[src/verilog/sya_pkg.sv]
// Shared sizes and types of the systolic array engine
// Configuration word, operand vectors, accumulator matrix, controller states
`default_nettype none

package sya_pkg;

    // Array geometry
    localparam int NUM_ROW = 4;
    localparam int NUM_COL = 4;

    // Datapath widths
    localparam int ACT_W = 8;
    localparam int WGT_W = 8;
    localparam int ACC_W = 24;

    // Configuration field widths
    localparam int ADDR_W  = 16;
    localparam int CHN_W   = 8;
    localparam int GRP_W   = 8;
    localparam int SHIFT_W = 5;
    localparam int CFG_W   = 3 * ADDR_W + GRP_W + CHN_W + SHIFT_W + ACT_W;

    // Zero steps that push the last operands through skew and grid
    localparam int FLUSH_STEPS = NUM_ROW + NUM_COL - 1;
    localparam int FLUSH_CNT_W = $clog2(FLUSH_STEPS);
    localparam int ROW_CNT_W   = $clog2(NUM_ROW);

    // Scalar element types
    typedef logic signed [ACT_W-1:0] act_t;
    typedef logic signed [WGT_W-1:0] wgt_t;
    typedef logic signed [ACC_W-1:0] acc_t;
    typedef logic        [ACT_W-1:0] ofm_t;

    // Configuration word, most significant field first
    typedef struct packed {
        logic [ADDR_W-1:0]  act_base;
        logic [ADDR_W-1:0]  wgt_base;
        logic [ADDR_W-1:0]  ofm_base;
        logic [GRP_W-1:0]   num_grp;
        logic [CHN_W-1:0]   chn;
        logic [SHIFT_W-1:0] shift;
        logic [ACT_W-1:0]   zp;
    } cfg_t;

    // One memory beat per edge, element i belongs to row or column i
    typedef act_t [NUM_ROW-1:0] act_vec_t;
    typedef wgt_t [NUM_COL-1:0] wgt_vec_t;
    typedef ofm_t [NUM_COL-1:0] ofm_vec_t;

    typedef acc_t [NUM_ROW-1:0][NUM_COL-1:0] psum_mat_t;

    typedef enum logic [2:0] {
        S_IDLE,
        S_LOAD,
        S_FLUSH,
        S_DRAIN,
        S_CLEAR
    } ctrl_state_t;

endpackage

`default_nettype wire

[src/verilog/sya_ctrl_if.sv]
// Control bundle from the controller to feeder, grid and output writer
`timescale 1ns/1ps
`default_nettype none

interface sya_ctrl_if import sya_pkg::*; ();

    // One systolic step for feeder and grid
    logic             adv;
    // Feeder takes zeros instead of memory data
    logic             zero_in;
    // Clear every accumulator before the next group
    logic             acc_clr;

    // Drain of one group, request and completion pulses
    logic             drain_req;
    logic [GRP_W-1:0] drain_grp;
    logic             drain_done;

    modport ctrl (
        output adv, zero_in, acc_clr, drain_req, drain_grp,
        input  drain_done
    );

    modport feed  (input adv, zero_in);

    modport array (input adv, acc_clr);

    modport drain (input drain_req, drain_grp, output drain_done);

endinterface

`default_nettype wire

[src/verilog/sya_feeder.sv]
// Input skew for the systolic grid
// Activations enter the west edge, weights the north edge
`timescale 1ns/1ps
`default_nettype none

module sya_feeder import sya_pkg::*; (
    input  logic     clk,
    input  logic     rst_n,
    input  act_vec_t act_rd_dat,
    input  wgt_vec_t wgt_rd_dat,
    sya_ctrl_if.feed ctl,
    output act_vec_t act_w,
    output wgt_vec_t wgt_n
);

    act_vec_t act_src;
    wgt_vec_t wgt_src;

    // Zeros during flush
    assign act_src = ctl.zero_in ? '0 : act_rd_dat;
    assign wgt_src = ctl.zero_in ? '0 : wgt_rd_dat;

    // Row r leaves r steps late
    for (genvar r = 0; r < NUM_ROW; r++) begin : g_row
        if (r == 0) begin : g_pass
            assign act_w[r] = act_src[r];
        end else begin : g_dly
            act_t sr [r];

            always_ff @(posedge clk or negedge rst_n) begin
                if (!rst_n) begin
                    for (int i = 0; i < r; i++) begin
                        sr[i] <= '0;
                    end
                end else if (ctl.adv) begin
                    sr[0] <= act_src[r];
                    for (int i = 1; i < r; i++) begin
                        sr[i] <= sr[i-1];
                    end
                end
            end

            assign act_w[r] = sr[r-1];
        end
    end

    // Column c leaves c steps late
    for (genvar c = 0; c < NUM_COL; c++) begin : g_col
        if (c == 0) begin : g_pass
            assign wgt_n[c] = wgt_src[c];
        end else begin : g_dly
            wgt_t sr [c];

            always_ff @(posedge clk or negedge rst_n) begin
                if (!rst_n) begin
                    for (int i = 0; i < c; i++) begin
                        sr[i] <= '0;
                    end
                end else if (ctl.adv) begin
                    sr[0] <= wgt_src[c];
                    for (int i = 1; i < c; i++) begin
                        sr[i] <= sr[i-1];
                    end
                end
            end

            assign wgt_n[c] = sr[c-1];
        end
    end

endmodule

`default_nettype wire

[src/flat_wrapper.sv]
// flat-port wrapper written by rule: the top's interface ports become plain ports
module sya_feeder_flat import sya_pkg::*;
  (clk, rst_n, act_rd_dat, wgt_rd_dat, act_w, wgt_n, ctl_adv, ctl_zero_in);
  sya_ctrl_if ctl_i ();
  input  logic clk;
  input  logic rst_n;
  input  act_vec_t act_rd_dat;
  input  wgt_vec_t wgt_rd_dat;
  output act_vec_t act_w;
  output wgt_vec_t wgt_n;
  input wire logic [$bits(ctl_i.adv)-1:0] ctl_adv;
  input wire logic [$bits(ctl_i.zero_in)-1:0] ctl_zero_in;
  assign ctl_i.adv = ctl_adv;
  assign ctl_i.zero_in = ctl_zero_in;
  sya_feeder u_core (.clk(clk), .rst_n(rst_n), .act_rd_dat(act_rd_dat), .wgt_rd_dat(wgt_rd_dat), .ctl(ctl_i), .act_w(act_w), .wgt_n(wgt_n));
endmodule
[config.mk]
export PLATFORM = sky130hd
export DESIGN_NAME = sya_feeder_flat
export DESIGN_NICKNAME = d
export VERILOG_FILES = /design/src/verilog/sya_pkg.sv /design/src/verilog/sya_ctrl_if.sv /design/src/verilog/sya_feeder.sv /design/src/flat_wrapper.sv
export SDC_FILE = /design/constraint.sdc
export NUM_CORES = 1
export LEC_CHECK = 0
export BUFFER_PORTS_ARGS = -buffer_cell sky130_fd_sc_hd__buf_4
export CORE_UTILIZATION = 53
export CTS_BUF_LIST = sky130_fd_sc_hd__clkbuf_4
export DETAILED_ROUTE_END_ITERATION = 10
export PLACE_DENSITY = 0.85
export SLEW_MARGIN = 20
export SYNTH_ARGS = -nofsm -noshare
export SYNTH_HDL_FRONTEND = slang
export SYNTH_SLANG_ARGS = --single-unit
[constraint.sdc]
create_clock -name clk -period 1.2 [get_ports clk]
set_input_delay 0.24 -clock clk [delete_from_list [all_inputs] [get_ports clk]]
set_output_delay 0.24 -clock clk [all_outputs]
set_load 0.01 [all_outputs]
==> results.sh <==
export IMPL_io_pins=132
export IMPL_drive_above_1_share_pct=46.42
export IMPL_num_fill_cells=532
export IMPL_synth_seq_area_share_pct=55.14
export IMPL_cts_tree="done"
export IMPL_max_freq_mhz=797.8
export IMPL_io_buffer_count=131
export IMPL_drt_initial_drc_count=61
export IMPL_synthArstFlopShare_pct=100.0
export IMPL_ir_drop_uv=589.3
export IMPL_wl_per_cell_um=13.84
export IMPL_root_buffer="clkbuf_4"
export IMPL_highest_layer="met4"
export IMPL_clk_pin_slew_ns=0.16
export IMPL_worst_pin_slew_ns=0.3238
export IMPL_netlist_area_um2=4357
export IMPL_cp_cell_sequence="buf_6"
export IMPL_core_um2=7848
export IMPL_ys_warn_count=0
export IMPL_place_ws_ns=0.08284
export IMPL_cpPeakStageDelay_ns=0.43
export IMPL_grt_util_all_layers_pct=20.04
export IMPL_start_kind="flop"
export IMPL_synth_edf_count=0
export IMPL_wl_met1_um=3406
export IMPL_slowest_stage="dfrtp_1"
export IMPL_cts_sinks=96
export IMPL_n_antenna_cell=0
export IMPL_initial_core_util_pct=55.52
export IMPL_ys_types=14
export IMPL_slew_limit_headroom_pct=78.41
export IMPL_cts_made_buffers=9
export IMPL_area_growth_pct=30.44
export IMPL_vias_per_cell=4.846
export IMPL_fin_util_pct=72.42
export IMPL_grt_pass1_vias=2937
export IMPL_path_max_fanout=2
export IMPL_wl_met3_um=564
export IMPL_syn_inst=372
export IMPL_wl_met2_um=4074
export IMPL_drc_errors=0
export IMPL_path_buf_inv=1
export IMPL_leakagePower_nw=2.823
export IMPL_hold_class="primary input to flop"
export IMPL_die_w_um=92.67
export IMPL_yosysMostFrequentCell="dfrtp_1"
export IMPL_final_setup_viol_count=48
export IMPL_grt_max_degree=48
export IMPL_htree_levels=3
export IMPL_worstPathRequired_ns=0.96
export IMPL_die_area_um2=8587
export IMPL_synth_top_cell_area_share_pct=55.14
export IMPL_finalHoldViolations=0
export IMPL_power_mw=7.432
export IMPL_synth_main_ff_cell="dfrtp_1"
export IMPL_dp_hpwl_um=5517
export IMPL_antenna_found_initial=0
export IMPL_dr_pass1_iters=4
export IMPL_place_congestion=0.7034
export IMPL_synth_top_area_cell="dfrtp_1"
export IMPL_synth_commonest_cells="96 x dfrtp_1, 53 x buf_4, 48 x mux2_2, 47 x inv_1, 46 x nand3b_1"
export IMPL_dr_total_vias=2864
export IMPL_syn_nets=440
export IMPL_status="complete, but fails checks"
export IMPL_grt_pass1_wl_um=13130
export IMPL_drv_slew=0
export IMPL_syn_area_per_cell_um2=11.71
export IMPL_crit_family="flip-flops"
export IMPL_endpoint_kind="primary output"
export IMPL_yosys_top_cells_area="dfrtp_1 55%, mux2_2 12%, buf_4 9.1%"
export IMPL_die_h_um=92.67
export IMPL_finClkSkew_ns=0.01913
export IMPL_period_needed_ns=1.254
export IMPL_fin_crit_sh_pct=104.5
export IMPL_nets=552
export IMPL_rows=32
export IMPL_crit_type="flop to primary output"
export IMPL_ant_nets=0
export IMPL_maxCapViolCount=0
export IMPL_synth_seq_cells=96
export IMPL_clockBufferDepth=2
export IMPL_insertion_delay_ns=0.45
export IMPL_p_per_area_nw_per_um2=1308
export IMPL_rsz0062_at_grt="true"
export IMPL_grt_overflow=0
export IMPL_finalWirelength_um=8178
export IMPL_violations="negative setup slack"
export IMPL_arrival_ns=1.01
export IMPL_timing_final_ws_setup_ns=-0.05352
registers in the layout (all words and copies together) (netlist names):
signal                 count
u_core.g_col.g_dly.sr     32
u_core.wgt_n              16
u_core.g_row.g_dly.sr     32
u_core.act_w              16
power breakdown:
part / internal (mW) / switching, mW
combinational: 0.920 / 0.550
sequential: 3.57 / 0.209
clock: 1.08 / 1.11
total: 5.56 / 1.87
per-layer routing:
layer  up-vias  GRT usage, %
met4         0         6.923
met5         -             0
met2       107         33.21
met3        14         6.568
li1       1387             -
met1      1356         24.70
kinds of logic (layout without fill, tap and decap cells):
| kind of cell | after synthesis | count (layout) | synth area share, % |
|---|---|---|---|
| muxes | 48 | 48 | 12.41 |
| DFF | 96 | 96 | 55.14 |
| buffers and inverters | 117 | 234 | 16.14 |
| and+or+nand+nor | 63 | 63 | 10.63 |
| AOI/OAI and AO/OA | 48 | 48 | 5.686 |
through the flow:
step,area (um^2),hold slack [ns],setup TNS (ns),instances
after floorplan,4357,-0.05559,0,372
after global placement,5096,0.1576,0,549
after detailed placement,5096,0.1598,0,549
after CTS,5600,0.001338,-2.249,581
after global routing,5683,0.0009596,-4.506,591
final,5683,0.01710,-1.243,591
layout by cell type (no fill, tap or decap):
master,netlist,routed
a22o_1,2,2
buf_6,8,48
mux2_2,48,48
inv_1,47,47
dfrtp_1,96,96
clkbuf_4,0,9
o21ai_1,13,13
bufinv_16,0,3
dlygate4sd3_1,0,8
clkinvlp_4,0,1
nand3b_1,46,46
buf_12,0,4
nor2b_1,8,8
and2b_1,9,9
inv_6,0,3
buf_4,53,111
o21ai_0,33,33
repair_timing:
action | 4_1_cts | 5_1_grt
buffers inserted | 11 | 7
hold endpoints to repair | 77 | 3
setup endpoints to repair | 48 | 48
resized for setup | 48 | 0
hold buffers | 5 | 3
path summary, 6_finish.rpt:
path,startpoint,to,slack (ns),depth (start not counted)
setup / recovery,u_core.act_w[20]$_DFFE_PN0P_,act_w[20],-0.05,1
hold / removal,wgt_rd_dat[12],u_core.g_col[1].g_dly.sr[4]$_DFFE_PN0P_,0.02,3
setup reg to reg,u_core.act_w[16]$_DFFE_PN0P_,u_core.act_w[16]$_DFFE_PN0P_,0.18,3
hold reg to reg,u_core.g_col[2].g_dly.sr[9]$_DFFE_PN0P_,u_core.wgt_n[17]$_DFFE_PN0P_,0.51,1
max in group asynchronous,rst_n,u_core.wgt_n[19]$_DFFE_PN0P_,0.48,3
min in group asynchronous,rst_n,u_core.g_col[3].g_dly.sr[17]$_DFFE_PN0P_,0.21,2
cell type report:
type                       count  area [um^2]  share of cell area [%]
multi-input combinational    159         1251                   22.02
clock buffer                   9        67.56                   1.189
sequential                    96         2402                   42.27
inverter                      47        176.4                   3.104
timing repair buffer         171         1534                   26.99
tap                          102        127.6                   2.246
clock inverter                 7        123.9                   2.180
No activity file was read; power rests on OpenSTA's default activity.
