**src/verilog/sya_pkg.sv**
```systemverilog
// Shared sizes and types of the systolic array engine
// Configuration word, operand vectors, accumulator matrix, controller states
`default_nettype none

package sya_pkg;

    // Array geometry
    localparam int NUM_ROW = 4;
    localparam int NUM_COL = 4;

    // Datapath widths
    localparam int ACT_W = 8;
    localparam int WGT_W = 8;
    localparam int ACC_W = 24;

    // Configuration field widths
    localparam int ADDR_W  = 16;
    localparam int CHN_W   = 8;
    localparam int GRP_W   = 8;
    localparam int SHIFT_W = 5;
    localparam int CFG_W   = 3 * ADDR_W + GRP_W + CHN_W + SHIFT_W + ACT_W;

    // Zero steps that push the last operands through skew and grid
    localparam int FLUSH_STEPS = NUM_ROW + NUM_COL - 1;
    localparam int FLUSH_CNT_W = $clog2(FLUSH_STEPS);
    localparam int ROW_CNT_W   = $clog2(NUM_ROW);

    // Scalar element types
    typedef logic signed [ACT_W-1:0] act_t;
    typedef logic signed [WGT_W-1:0] wgt_t;
    typedef logic signed [ACC_W-1:0] acc_t;
    typedef logic        [ACT_W-1:0] ofm_t;

    // Configuration word, most significant field first
    typedef struct packed {
        logic [ADDR_W-1:0]  act_base;
        logic [ADDR_W-1:0]  wgt_base;
        logic [ADDR_W-1:0]  ofm_base;
        logic [GRP_W-1:0]   num_grp;
        logic [CHN_W-1:0]   chn;
        logic [SHIFT_W-1:0] shift;
        logic [ACT_W-1:0]   zp;
    } cfg_t;

    // One memory beat per edge, element i belongs to row or column i
    typedef act_t [NUM_ROW-1:0] act_vec_t;
    typedef wgt_t [NUM_COL-1:0] wgt_vec_t;
    typedef ofm_t [NUM_COL-1:0] ofm_vec_t;

    typedef acc_t [NUM_ROW-1:0][NUM_COL-1:0] psum_mat_t;

    typedef enum logic [2:0] {
        S_IDLE,
        S_LOAD,
        S_FLUSH,
        S_DRAIN,
        S_CLEAR
    } ctrl_state_t;

endpackage

`default_nettype wire

```
**src/verilog/sya_ctrl_if.sv**
```systemverilog
// Control bundle from the controller to feeder, grid and output writer
`timescale 1ns/1ps
`default_nettype none

interface sya_ctrl_if import sya_pkg::*; ();

    // One systolic step for feeder and grid
    logic             adv;
    // Feeder takes zeros instead of memory data
    logic             zero_in;
    // Clear every accumulator before the next group
    logic             acc_clr;

    // Drain of one group, request and completion pulses
    logic             drain_req;
    logic [GRP_W-1:0] drain_grp;
    logic             drain_done;

    modport ctrl (
        output adv, zero_in, acc_clr, drain_req, drain_grp,
        input  drain_done
    );

    modport feed  (input adv, zero_in);

    modport array (input adv, acc_clr);

    modport drain (input drain_req, drain_grp, output drain_done);

endinterface

`default_nettype wire

```
**src/verilog/sya_ofm_writer.sv**
```systemverilog
// Output row drain
// ReLU and requantization per accumulator, output address, write handshake
`timescale 1ns/1ps
`default_nettype none

module sya_ofm_writer import sya_pkg::*; (
    input  logic              clk,
    input  logic              rst_n,
    input  cfg_t              cfg,
    input  psum_mat_t         psum,
    sya_ctrl_if.drain         ctl,
    output ofm_vec_t          ofm_wr_dat,
    output logic [ADDR_W-1:0] ofm_wr_addr,
    output logic              ofm_wr_vld,
    input  logic              ofm_wr_rdy
);

    logic [ROW_CNT_W-1:0] row_cnt;
    logic                 wr_acc;
    logic                 last_row;

    // Negative sums clip to zero, others take ACT_W bits from bit shift up
    function automatic ofm_t requant(
        input acc_t               acc,
        input logic [SHIFT_W-1:0] shift,
        input logic [ACT_W-1:0]   zp
    );
        acc_t shifted;
        shifted = acc >>> shift;
        if (acc[ACC_W-1]) begin
            return '0;
        end
        return shifted[ACT_W-1:0] + zp;
    endfunction

    assign wr_acc         = ofm_wr_vld && ofm_wr_rdy;
    assign last_row       = row_cnt == ROW_CNT_W'(NUM_ROW - 1);
    assign ctl.drain_done = wr_acc && last_row;

    // Row r of group g lands at ofm_base + g*NUM_ROW + r
    assign ofm_wr_addr = cfg.ofm_base + ADDR_W'(ctl.drain_grp) * ADDR_W'(NUM_ROW)
                       + ADDR_W'(row_cnt);

    always_comb begin
        for (int c = 0; c < NUM_COL; c++) begin
            ofm_wr_dat[c] = requant(psum[row_cnt][c], cfg.shift, cfg.zp);
        end
    end

    // One write per row, held until accepted
    always_ff @(posedge clk or negedge rst_n) begin
        if (!rst_n) begin
            ofm_wr_vld <= 1'b0;
            row_cnt    <= '0;
        end else if (ctl.drain_req) begin
            ofm_wr_vld <= 1'b1;
            row_cnt    <= '0;
        end else if (wr_acc) begin
            ofm_wr_vld <= !last_row;
            row_cnt    <= last_row ? '0 : row_cnt + 1'b1;
        end
    end

endmodule

`default_nettype wire

```
**src/flat_wrapper.sv**
```systemverilog
// flat-port wrapper written by rule: the top's interface ports become plain ports
module sya_ofm_writer_flat import sya_pkg::*;
  (clk, rst_n, cfg, psum, ofm_wr_dat, ofm_wr_addr, ofm_wr_vld, ofm_wr_rdy, ctl_drain_req, ctl_drain_grp, ctl_drain_done);
  sya_ctrl_if ctl_i ();
  input  logic clk;
  input  logic rst_n;
  input  cfg_t cfg;
  input  psum_mat_t psum;
  output ofm_vec_t ofm_wr_dat;
  output logic [ADDR_W-1:0] ofm_wr_addr;
  output logic ofm_wr_vld;
  input  logic ofm_wr_rdy;
  input wire logic [$bits(ctl_i.drain_req)-1:0] ctl_drain_req;
  input wire logic [$bits(ctl_i.drain_grp)-1:0] ctl_drain_grp;
  output wire logic [$bits(ctl_i.drain_done)-1:0] ctl_drain_done;
  assign ctl_i.drain_req = ctl_drain_req;
  assign ctl_i.drain_grp = ctl_drain_grp;
  assign ctl_drain_done = ctl_i.drain_done;
  sya_ofm_writer u_core (.clk(clk), .rst_n(rst_n), .cfg(cfg), .psum(psum), .ctl(ctl_i), .ofm_wr_dat(ofm_wr_dat), .ofm_wr_addr(ofm_wr_addr), .ofm_wr_vld(ofm_wr_vld), .ofm_wr_rdy(ofm_wr_rdy));
endmodule
```
**config.mk**
```make
export PLATFORM = sky130hd
export DESIGN_NAME = sya_ofm_writer_flat
export DESIGN_NICKNAME = d
export VERILOG_FILES = /design/src/verilog/sya_pkg.sv /design/src/verilog/sya_ctrl_if.sv /design/src/verilog/sya_ofm_writer.sv /design/src/flat_wrapper.sv
export SDC_FILE = /design/constraint.sdc
export NUM_CORES = 1
export LEC_CHECK = 0
export ABC_AREA = 1
export BUFFER_PORTS_ARGS = -buffer_cell sky130_fd_sc_hd__buf_2
export CAP_MARGIN = 10
export CORE_AREA = 2 2 203 205
export DETAILED_ROUTE_END_ITERATION = 16
export DIE_AREA = 0 0 205 207
export SKIP_CTS_REPAIR_TIMING = 1
export SYNTH_ARGS = -nofsm -noshare
export SYNTH_HDL_FRONTEND = slang
export SYNTH_SLANG_ARGS = --single-unit
```
**constraint.sdc**
```tcl
create_clock -name clk -period 4.4 [get_ports clk]
set_clock_uncertainty 0.2 [all_clocks]
set_input_delay 0.66 -clock clk [delete_from_list [all_inputs] [get_ports clk]]
set_output_delay 0.66 -clock clk [all_outputs]
set_load 0.005 [all_outputs]
```
==> impl_metrics.py <==
metrics = {
    "floorplanning": {
        "die_w_um": 205,
        "core_mm2": 0.0404,
        "die-height_um": 207,
        "rows": 74,
        "initial_core_util": 0.211,
        "io_pins": 523,
        "die_area_mm2": 0.0424,
    },
    "layout": {
        "register_area_um2": 82.6,
        "fillers": 4688,
        "multi_input_area_mm2": 0.00866,
        "drive_above_1_share": 0.390,
        "final_cells": 2955,
        "fin_util": 0.357,
        "nets": 2931,
        "post-route-cell-area_mm2": 0.0144,
        "area_delta_synth_final_pct": 69.5,
    },
    "clocking": {
        "cts.sinks": 3,
        "cts_tree": "done",
        "clk_path_buf_depth": 2,
        "path_clk_slew_ps": 30,
        "cts_buffers": 3,
        "clk_latency_ps": 230,
        "cts-root-buf": "clkbuf_16",
        "h-tree-depth": 1,
    },
    "synth": {
        "syn_area_per_cell_um2": 4.59,
        "yosys_warnings": 0,
        "synth_cells": 1853,
        "ys_types": 35,
        "ys_seq_elements": 3,
        "ys_seq_area_frac": 0.00883,
        "netlist_area_mm2": 0.00850,
        "syn-num-nets": 2370,
    },
    "worst_setup_path": {
        "critical_path_required_ps": 3540,
        "ff2ff_setup_slack_ps": 2530,
        "worstSetupEndpointType": "primary output",
        "timing_worst_setup_path_type": "flop to primary output",
        "worstPathArrival_ps": 3760,
        "startpoint_type": "flop",
        "path_max_fanout": 11,
    },
    "placement": {
        "dp_hpwl_um": 44000,
        "place_area_mm2": 0.0123,
        "place.gp.congestion": 0.957,
        "post-place-ws_ps": -45.9,
        "io_buffers": 474,
        "dp.cells": 2888,
    },
    "sta": {
        "tightestPinTransition_ps": 641,
        "drv_slew": 0,
        "finalWorstSetupSlack_ps": -224,
        "setup_tns_ps": -547,
        "fin_crit_sh": 1.05,
        "setup_violations": 9,
        "rsz0062_at_grt": "yes",
        "holdWs_ps": 27.1,
        "min_period_ps": 4620,
        "slew_headroom": 0.572,
        "finalHoldViolations": 0,
        "fmax_mhz": 216,
    },
    "detailed_routing": {
        "routed_wirelength_um": 57900,
        "first_pass_iters": 7,
        "vias": 14500,
        "drcViolationCount": 0,
        "drt_iter0_markers": 1078,
        "post_drt_wl_per_cell_um": 19.6,
        "ant_nets": 0,
        "via_per_inst": 4.91,
    },
    "pwr": {
        "power_mw": 2.85,
        "p_leak_nw": 7.81,
        "ir_drop_v": 0.000119,
        "p_per_area_mw_per_mm2": 198,
    },
    "grt": {
        "grt_max_degree": 126,
        "grt_antenna_before_repair": 21,
        "grt_pass1_wl_um": 75200,
        "grt_pass1_vias": 13100,
        "track_usage": 0.231,
        "overflow": 0,
    },
    "hold_path": {
        "hold_path_class": "input port to async pin",
    },
    "status": {
        "status": "finished, violations left",
        "violations": "negative setup slack",
    },
    "job": {
        "drv_cap": 0,
    },
}
[metal layers]
layer	track usage	up-vias	wire length, um
met3	0.0357	114	4390
met2	0.423	659	28500
met1	0.274	6541	22900
met4	0.0705	10	2030
met5	0	-	71
li1	-	7183	-
[synthesized netlist by cell type]
| cell | number | area share |
|---|---|---|
| clkbuf_1 | 40 | 0.018 |
| a21oi_1 | 67 | 0.039 |
| dfrtp_1 | 3 | 0.0088 |
| buf_4 | 11 | 0.0097 |
| xnor2_1 | 6 | 0.0062 |
| a211oi_1 | 2 | 0.0018 |
| ha_1 | 39 | 0.057 |
| o2111ai_1 | 1 | 0.0010 |
| a21boi_0 | 2 | 0.0018 |
| nand4_1 | 4 | 0.0029 |
| nand3b_1 | 5 | 0.0044 |
| inv_2 | 4 | 0.0018 |
| o221ai_1 | 1 | 0.0010 |
| o21ai_1 | 12 | 0.0071 |
| or2_2 | 1 | 0.00074 |
| clkinv_1 | 1 | 0.00044 |
| o21ai_0 | 87 | 0.051 |
| nor2_1 | 94 | 0.042 |
| o21bai_1 | 2 | 0.0018 |
| o22ai_1 | 7 | 0.0052 |
| buf_2 | 52 | 0.031 |
| o211a_1 | 4 | 0.0047 |
| nand2_2 | 2 | 0.0015 |
| o211ai_1 | 7 | 0.0062 |
| buf_1 | 23 | 0.010 |
| inv_1 | 56 | 0.025 |
| and3_1 | 1 | 0.00074 |
| xor2_1 | 16 | 0.016 |
| o21a_1 | 4 | 0.0035 |
| nand2_1 | 926 | 0.41 |
| a31oi_1 | 8 | 0.0059 |
| nor3_1 | 4 | 0.0024 |
| nand3_1 | 352 | 0.21 |
| a21o_1 | 4 | 0.0035 |
| fa_1 | 5 | 0.012 |
[placed cells by master, fill, tap and decap left out, types with 3 or more instances in the layout]
| cell | instances |
|---|---|
| a21o_1 | 4 |
| a21oi_1 | 41 |
| a21oi_2 | 25 |
| a31oi_1 | 3 |
| a31oi_2 | 3 |
| buf_12 | 23 |
| buf_16 | 3 |
| buf_2 | 472 |
| buf_4 | 147 |
| buf_6 | 17 |
| buf_8 | 3 |
| clkbuf_16 | 17 |
| diode_2 | 10 |
| fa_2 | 4 |
| ha_1 | 26 |
| ha_2 | 3 |
| ha_4 | 10 |
| inv_1 | 53 |
| inv_2 | 5 |
| nand2_1 | 818 |
| nand2_2 | 104 |
| nand2_4 | 6 |
| nand3_1 | 299 |
| nand3_2 | 50 |
| nand3_4 | 3 |
| nand3b_1 | 5 |
| nand4_1 | 4 |
| nor2_1 | 85 |
| nor2_2 | 8 |
| nor3_2 | 3 |
| o211a_1 | 4 |
| o211ai_1 | 7 |
| o21a_1 | 3 |
| o21ai_0 | 48 |
| o21ai_1 | 32 |
| o21ai_2 | 18 |
| o22ai_1 | 3 |
| o22ai_2 | 4 |
| xnor2_1 | 6 |
| xor2_1 | 16 |
[state kept, by name, summed over array words and instances, names as in the netlist]
signal and count:
u_core.row_cnt 2, u_core.ofm_wr_vld 1
[layout make-up]
type | count | share of cell area
repair inverters | 3 | 0.00304
multi-input cells | 1663 | 0.601
well taps | 532 | 0.0462
clock buffers | 4 | 0.00547
inverters | 61 | 0.0181
diodes | 10 | 0.00174
repair buffers | 679 | 0.319
flip-flops and latches | 3 | 0.00573
[worst paths after layout]
kind	endpoint	cells after the start	startpoint
min in group clk	u_core.ofm_wr_vld	1	u_core.ofm_wr_vld
min	u_core.row_cnt[0]	1	rst_n
max	ofm_wr_dat[14]	25	u_core.row_cnt[0]
max reg2reg	u_core.row_cnt[0]	7	u_core.row_cnt[0]
min reg2reg	u_core.ofm_wr_vld	1	u_core.ofm_wr_vld
max in group asynchronous	u_core.row_cnt[1]	1	rst_n
[report_power, final]
group          switching (mW)  internal (mW)  leakage (nW)  total, mW
clock network          0.0260          0.120        0.0382      0.146
registers             0.00357         0.0309        0.0319     0.0345
logic                    1.55           1.12          7.74       2.67
[cell families (layout without fill, tap and decap cells)]
logic type                 Yosys count  count (layout)  share of synthesized area
xor gates and xnor gates            22              22                     0.0227
adders and majority gates           44              44                     0.0692
other                                0              10                          0
DFF                                  3               3                    0.00883
AOI/OAI and AO/OA                  208             208                      0.134
and+or+nand+nor                   1389            1389                      0.670
buffers and inverters              187             747                     0.0951
[worst max-delay path: stages (launching register included)]
cell,delay [ps]
dfrtp_4,500
buf_12,170
buf_12,130
clkbuf_16,160
nand2_1,70
nand3_1,190
nand2_2,200
nand2_2,60
nand2_2,100
nand2_2,60
nand3_2,60
nand2_2,60
a31oi_4,180
a21oi_2,100
ha_2,210
fa_2,360
nand2_2,70
inv_2,30
o21ai_1,100
nand2_1,90
nand2_1,60
nand2_1,60
a21oi_2,130
xor2_1,180
nor2_1,50
buf_2,130
Note: power is estimated with default switching activity, not from simulation.
