File: src/verilog/sya_pkg.sv
// Shared sizes and types of the systolic array engine
// Configuration word, operand vectors, accumulator matrix, controller states
`default_nettype none

package sya_pkg;

    // Array geometry
    localparam int NUM_ROW = 4;
    localparam int NUM_COL = 4;

    // Datapath widths
    localparam int ACT_W = 8;
    localparam int WGT_W = 8;
    localparam int ACC_W = 24;

    // Configuration field widths
    localparam int ADDR_W  = 16;
    localparam int CHN_W   = 8;
    localparam int GRP_W   = 8;
    localparam int SHIFT_W = 5;
    localparam int CFG_W   = 3 * ADDR_W + GRP_W + CHN_W + SHIFT_W + ACT_W;

    // Zero steps that push the last operands through skew and grid
    localparam int FLUSH_STEPS = NUM_ROW + NUM_COL - 1;
    localparam int FLUSH_CNT_W = $clog2(FLUSH_STEPS);
    localparam int ROW_CNT_W   = $clog2(NUM_ROW);

    // Scalar element types
    typedef logic signed [ACT_W-1:0] act_t;
    typedef logic signed [WGT_W-1:0] wgt_t;
    typedef logic signed [ACC_W-1:0] acc_t;
    typedef logic        [ACT_W-1:0] ofm_t;

    // Configuration word, most significant field first
    typedef struct packed {
        logic [ADDR_W-1:0]  act_base;
        logic [ADDR_W-1:0]  wgt_base;
        logic [ADDR_W-1:0]  ofm_base;
        logic [GRP_W-1:0]   num_grp;
        logic [CHN_W-1:0]   chn;
        logic [SHIFT_W-1:0] shift;
        logic [ACT_W-1:0]   zp;
    } cfg_t;

    // One memory beat per edge, element i belongs to row or column i
    typedef act_t [NUM_ROW-1:0] act_vec_t;
    typedef wgt_t [NUM_COL-1:0] wgt_vec_t;
    typedef ofm_t [NUM_COL-1:0] ofm_vec_t;

    typedef acc_t [NUM_ROW-1:0][NUM_COL-1:0] psum_mat_t;

    typedef enum logic [2:0] {
        S_IDLE,
        S_LOAD,
        S_FLUSH,
        S_DRAIN,
        S_CLEAR
    } ctrl_state_t;

endpackage

`default_nettype wire

File: src/verilog/sya_ctrl_if.sv
// Control bundle from the controller to feeder, grid and output writer
`timescale 1ns/1ps
`default_nettype none

interface sya_ctrl_if import sya_pkg::*; ();

    // One systolic step for feeder and grid
    logic             adv;
    // Feeder takes zeros instead of memory data
    logic             zero_in;
    // Clear every accumulator before the next group
    logic             acc_clr;

    // Drain of one group, request and completion pulses
    logic             drain_req;
    logic [GRP_W-1:0] drain_grp;
    logic             drain_done;

    modport ctrl (
        output adv, zero_in, acc_clr, drain_req, drain_grp,
        input  drain_done
    );

    modport feed  (input adv, zero_in);

    modport array (input adv, acc_clr);

    modport drain (input drain_req, drain_grp, output drain_done);

endinterface

`default_nettype wire

File: src/verilog/sya_pe.sv
// Processing element, signed multiply-accumulate
// Operands forwarded east and south one step later
`timescale 1ns/1ps
`default_nettype none

module sya_pe import sya_pkg::*; (
    input  logic clk,
    input  logic rst_n,
    input  logic adv,
    input  logic acc_clr,
    input  act_t act_in,
    input  wgt_t wgt_in,
    output act_t act_out,
    output wgt_t wgt_out,
    output acc_t psum
);

    logic signed [ACT_W+WGT_W-1:0] prod;

    assign prod = act_in * wgt_in;

    always_ff @(posedge clk or negedge rst_n) begin
        if (!rst_n) begin
            psum    <= '0;
            act_out <= '0;
            wgt_out <= '0;
        end else if (acc_clr) begin
            psum    <= '0;
            act_out <= '0;
            wgt_out <= '0;
        end else if (adv) begin
            psum    <= psum + prod;
            act_out <= act_in;
            wgt_out <= wgt_in;
        end
    end

endmodule

`default_nettype wire

File: src/verilog/sya_pe_array.sv
// Output-stationary grid of NUM_ROW x NUM_COL processing elements
// Activations flow west to east, weights north to south
`timescale 1ns/1ps
`default_nettype none

module sya_pe_array import sya_pkg::*; (
    input  logic      clk,
    input  logic      rst_n,
    input  act_vec_t  act_w,
    input  wgt_vec_t  wgt_n,
    sya_ctrl_if.array ctl,
    output psum_mat_t psum
);

    // Registered operands leaving each PE
    act_t act_e [NUM_ROW][NUM_COL];
    wgt_t wgt_s [NUM_ROW][NUM_COL];

    for (genvar r = 0; r < NUM_ROW; r++) begin : g_r
        for (genvar c = 0; c < NUM_COL; c++) begin : g_c
            act_t a_in;
            wgt_t w_in;

            // West edge comes from the feeder
            if (c == 0) begin : g_a_edge
                assign a_in = act_w[r];
            end else begin : g_a_chain
                assign a_in = act_e[r][c-1];
            end

            // North edge comes from the feeder
            if (r == 0) begin : g_w_edge
                assign w_in = wgt_n[c];
            end else begin : g_w_chain
                assign w_in = wgt_s[r-1][c];
            end

            sya_pe u_pe (
                .clk     (clk),
                .rst_n   (rst_n),
                .adv     (ctl.adv),
                .acc_clr (ctl.acc_clr),
                .act_in  (a_in),
                .wgt_in  (w_in),
                .act_out (act_e[r][c]),
                .wgt_out (wgt_s[r][c]),
                .psum    (psum[r][c])
            );
        end
    end

endmodule

`default_nettype wire

File: src/flat_wrapper.sv
// flat-port wrapper written by rule: the top's interface ports become plain ports
module sya_pe_array_flat import sya_pkg::*;
  (clk, rst_n, act_w, wgt_n, psum, ctl_adv, ctl_acc_clr);
  sya_ctrl_if ctl_i ();
  input  logic clk;
  input  logic rst_n;
  input  act_vec_t act_w;
  input  wgt_vec_t wgt_n;
  output psum_mat_t psum;
  input wire logic [$bits(ctl_i.adv)-1:0] ctl_adv;
  input wire logic [$bits(ctl_i.acc_clr)-1:0] ctl_acc_clr;
  assign ctl_i.adv = ctl_adv;
  assign ctl_i.acc_clr = ctl_acc_clr;
  sya_pe_array u_core (.clk(clk), .rst_n(rst_n), .act_w(act_w), .wgt_n(wgt_n), .ctl(ctl_i), .psum(psum));
endmodule
File: config.mk
export PLATFORM = sky130hd
export DESIGN_NAME = sya_pe_array_flat
export DESIGN_NICKNAME = d
export VERILOG_FILES = /design/src/verilog/sya_pkg.sv /design/src/verilog/sya_ctrl_if.sv /design/src/verilog/sya_pe.sv /design/src/verilog/sya_pe_array.sv /design/src/flat_wrapper.sv
export SDC_FILE = /design/constraint.sdc
export NUM_CORES = 2
export LEC_CHECK = 0
export BUFFER_PORTS_ARGS = -buffer_cell sky130_fd_sc_hd__buf_2
export CAP_MARGIN = 10
export CORE_MARGIN = 4
export CORE_UTILIZATION = 65
export CTS_BUF_LIST = sky130_fd_sc_hd__clkbuf_2
export CTS_CLUSTER_DIAMETER = 80
export DETAILED_ROUTE_END_ITERATION = 8
export GPL_TIMING_DRIVEN = 0
export PLACE_DENSITY = 0.84
export SLEW_MARGIN = 5
export SYNTH_ARGS = -nofsm -noshare
export SYNTH_HDL_FRONTEND = slang
export SYNTH_SLANG_ARGS = --single-unit
File: constraint.sdc
create_clock -name clk -period 7.36 [get_ports clk]
set_clock_uncertainty 0.1 [all_clocks]
set_input_delay 0.736 -clock clk [delete_from_list [all_inputs] [get_ports clk]]
set_output_delay 0.736 -clock clk [all_outputs]
set_load 0.005 [all_outputs]
==> results.txt <==
status: finished clean
Synth cell types: 77
crit path kind: register to register
clock sink count: 576
CP Capture Type: register
max-slew violations: 0
chip height: 377 µm
metal1 wirelength: 93700 µm
hpwl dp: 213000 µm
Final setup viols: 0
slowest stage delay, CP: 670 ps
layout net count: 12100
crit path cell chain: clkbuf_1 -> and2_2 -> inv_1 -> fa_1 -> inv_1 -> fa_1 -> fa_1 -> fa_1 -> fa_1 -> ha_1 -> o21a_1 -> o31a_1 -> o31ai_2 -> o21ai_1 -> or4_1 -> a31o_1 -> a21oi_2 -> xor2_1 -> a211oi_1
Area Overhead vs Synth: 9.26%
clock slew seen by the registers of the worst setup and hold paths: 100 ps
met2 routed WL: 120000 µm
CP startpoint kind: register
Final Critical Period: 6990 ps
P_int: 0.00915 W
insertion delay to the later sink of the worst-skew pair: 1780 ps
register area: 14400 µm²
Pleak: 54.3 nW
Starting Density: 0.658
Clock Tree Root: clkbuf_2
post-DR wirelength/cell: 23.3 µm
critical path's slowest cell: and2_2
clk buf depth: 3
post-route ant nets: 0
worst slew pin tran: 1430 ps
worst path required time: 8810 ps
clock power share: 0.161
Fin. Hold Viols: 0
post-synthesis mux area share: 0.0433
VDD IR max: 369 µV
unrepaired setup endpoints after global routing: no
Avg Cell Area, Syn: 10.1 µm²
Worst EP arrival: 8440 ps
register bit count reported by yosys: 576
Finished Cell Area: 96500 µm²
CTS Buf Count: 173
pwr dens: 179 nW/µm²
Hold Crit Class: primary input to register
Top FF cell, synth: dfrtp_1
RD Place Congestion: 0.967
Core Region: 134000 µm²
Max-Cap Viols: 0
area of the multi-input gates: 66800 µm²
Slew HR: 0.0440
Iter 0 DRT Violations: 5556
layout cell share with drive strength beyond 1: 0.0841
First-pass DRT Iterations: 7
vias in the first global route: 72600
sequential share of power: 0.229
antenna violations before repair: 31
final worst-path cycle share: 0.949
num rows: 134
Post-synth EDFFs: 0
die width: 377 µm
Placed Area: 93200 µm²
GR Overflow Total: 0
combinational family with the most area after synthesis: adder cells
Vias: 67500
CTS tree: done
mapped cell area: 88300 µm²
Sw Ratio: 0.471
setup_tns: 0 ps
filler instances: 9504
Post-Synthesis Cells: 8734
critical path peak fanout: 17
adder-cell share of the synthesized area: 0.500
final WL: 266000 µm
post-synthesis net count: 11300
Synth async-reset ratio: 1.00
drt drc: 0
yosys warns: 0
post-synthesis simple-gate area fraction: 0.115
largest net degree at the start of global routing: 112
uppermost layer routed: met5
H-Tree Depth: 4
# Post-CTS Setup Buffers: 0
wire length on met3: 30700 µm
IO Port Bufs: 425
first-pass GRT wire length: 413000 µm
sequential share of the synthesized area: 0.163
Net Switching: 0.00816 W
die area: 142000 µm²
xor and xnor area share after synthesis: 0.0340
Via density: 5.91
Worst path most repeated cell: fa_1
Synth Area in Compound Gates: 0.0641
gr usage total: 0.385
fmax: 143 MHz
logic gate share of total power: 0.610
I/O pin cnt: 452
==> registers in the layout, indices dropped and copies added, names as in the netlist <==
register and cells:
u_core.g_r.g_c.u_pe.wgt_out 96, u_core.g_r.g_c.u_pe.act_out 96, u_core.g_r.g_c.u_pe.psum 384
==> per-layer routing <==
layer / track usage / up-vias
met2: 0.587 / 3550
met5: 0 / -
met3: 0.123 / 935
met4: 0.268 / 6
met1: 0.468 / 34200
li1: - / 28900
==> cell usage in the layout (no fill, tap or decap), types with 24 or more instances in the layout <==
master         count
nand2b_1          49
clkbuf_1         238
o21a_1            32
inv_1           1591
diode_2           28
clkinv_1          49
dfrtp_1          576
xnor2_1          252
clkbuf_2         261
a21o_1            97
o21ai_0          217
a31oi_1           24
nor3_1            55
fa_1            1664
buf_2            428
a21oi_1          246
nand2_1          599
nor2b_1          128
nand3_1           49
o21bai_1          31
and3_1            31
mux2i_1          364
nor2_1           623
buf_1             41
a211oi_1          53
and2_1           518
xor2_1            91
dlygate4sd3_1    132
ha_1             864
==> synth_stat cells (6+ instances only) <==
cell type  instances  area share
a41oi_1            6     0.00059
nor2b_1          128      0.0091
nor3_1            55      0.0031
inv_1           1591       0.068
nand4_1           12     0.00085
ha_1             864        0.12
xor2_1            91      0.0090
nand3_1           49      0.0028
a221o_1           10      0.0011
nor2_1           624       0.027
and4_1             6     0.00059
o31ai_1           13      0.0011
nor4_1             6     0.00043
a21o_1            97      0.0082
dfrtp_1          576        0.16
mux2_2            16      0.0020
nand3b_1           7     0.00059
o21ai_0          217       0.012
or2_2              8     0.00057
a31oi_1           24      0.0017
a211o_1            8     0.00079
a21boi_0           9     0.00076
a221oi_1           6     0.00059
nand2_1          599       0.025
clkbuf_1         264       0.011
o21ai_1           14     0.00079
and2_1           521       0.037
a22o_1            11      0.0011
o211ai_1          13      0.0011
o31a_1            18      0.0018
a21oi_1          246       0.014
or3_1             14     0.00099
fa_1            1664        0.38
o21a_1            32      0.0027
o21bai_1          31      0.0026
a31o_2             7     0.00069
and3_1            31      0.0022
buf_1             44      0.0019
nor3b_1            8     0.00068
mux2i_1          364       0.041
a211oi_1          53      0.0045
xnor2_1          252       0.025
nand2b_1          49      0.0035
==> stage by stage <==
step / hold WS (ps) / utilization / worst slack [ps] / power [W] / cells
5_1_grt: 165 / 0.718 / 217 / 0.0188 / 11400
4_1_cts: 22.2 / 0.716 / 46.9 / 0.0172 / 11400
2_1_floorplan: 340 / - / 838 / 0.0114 / 8734
3_5_place_dp: 418 / 0.694 / -177 / 0.0143 / 10900
6_report: 202 / 0.719 / 374 / 0.0173 / 11400
3_3_place_gp: 412 / 0.690 / -7280 / 0.0137 / 10900
==> timing repair <==
| item | in CTS | in global routing |
|---|---|---|
| hold buffers | 133 | 0 |
| hold endpoints to repair | 686 | 0 |
| gates resized for setup | 0 | 1 |
| endpoints found under the setup margin | 0 | 2 |
==> power groups by stage <==
stage	clock network [W]	registers (W)	logic, W
3_5_place_dp	0	0.00401	0.0102
2_1_floorplan	0	0.00388	0.00753
3_3_place_gp	0	0.00401	0.00967
6_report	0.00279	0.00396	0.0106
4_1_cts	0.00283	0.00395	0.0104
5_1_grt	0.00298	0.00401	0.0118
==> area by class of cell <==
cell class,count,area share
multi-input cells,6254,0.692
flip-flops and latches,576,0.149
inverters,1595,0.0620
repair buffers,593,0.0434
well taps,1768,0.0229
plain buffers,309,0.0124
clock buffers,235,0.0122
clock inverters,76,0.00500
diodes,28,0.000726
==> cells by family after synthesis <==
kind of cell    count (synthesis)
simple gates                 2124
compound gates                879
fa+ha+maj                    2528
flops                         576
mux                           380
buf+inv                      1904
xor+xnor                      343
==> worst paths after layout <==
check | startpoint | to | slack (ps) | depth (start not counted)
min | act_w[31] | u_core.g_r[3].g_c[0].u_pe.act_out[7]$_DFFE_PN0P_ | 200 | 4
min in group asynchronous | rst_n | u_core.g_r[3].g_c[1].u_pe.psum[13]$_DFFE_PN0P_ | 500 | 5
max | u_core.g_r[0].g_c[3].u_pe.wgt_out[0]$_DFFE_PN0P_ | u_core.g_r[1].g_c[3].u_pe.psum[22]$_DFFE_PN0P_ | 370 | 19
min reg2reg | u_core.g_r[2].g_c[3].u_pe.psum[23]$_DFFE_PN0P_ | u_core.g_r[2].g_c[3].u_pe.psum[23]$_DFFE_PN0P_ | 440 | 2
max in group asynchronous | rst_n | u_core.g_r[0].g_c[0].u_pe.psum[17]$_DFFE_PN0P_ | 5120 | 7
max reg2reg | u_core.g_r[0].g_c[3].u_pe.wgt_out[0]$_DFFE_PN0P_ | u_core.g_r[1].g_c[3].u_pe.psum[22]$_DFFE_PN0P_ | 370 | 19
==> worst max-delay path, delay by kind of cell, from the launching register on <==
family | cells | cell delay [ps]
fa+ha+maj | 6 | 2800
simple gates | 2 | 1220
compound gates | 7 | 1510
flops | 1 | 350
xor+xnor | 1 | 90
buf+inv | 3 | 700
Note: power is estimated with default switching activity, not from simulation.
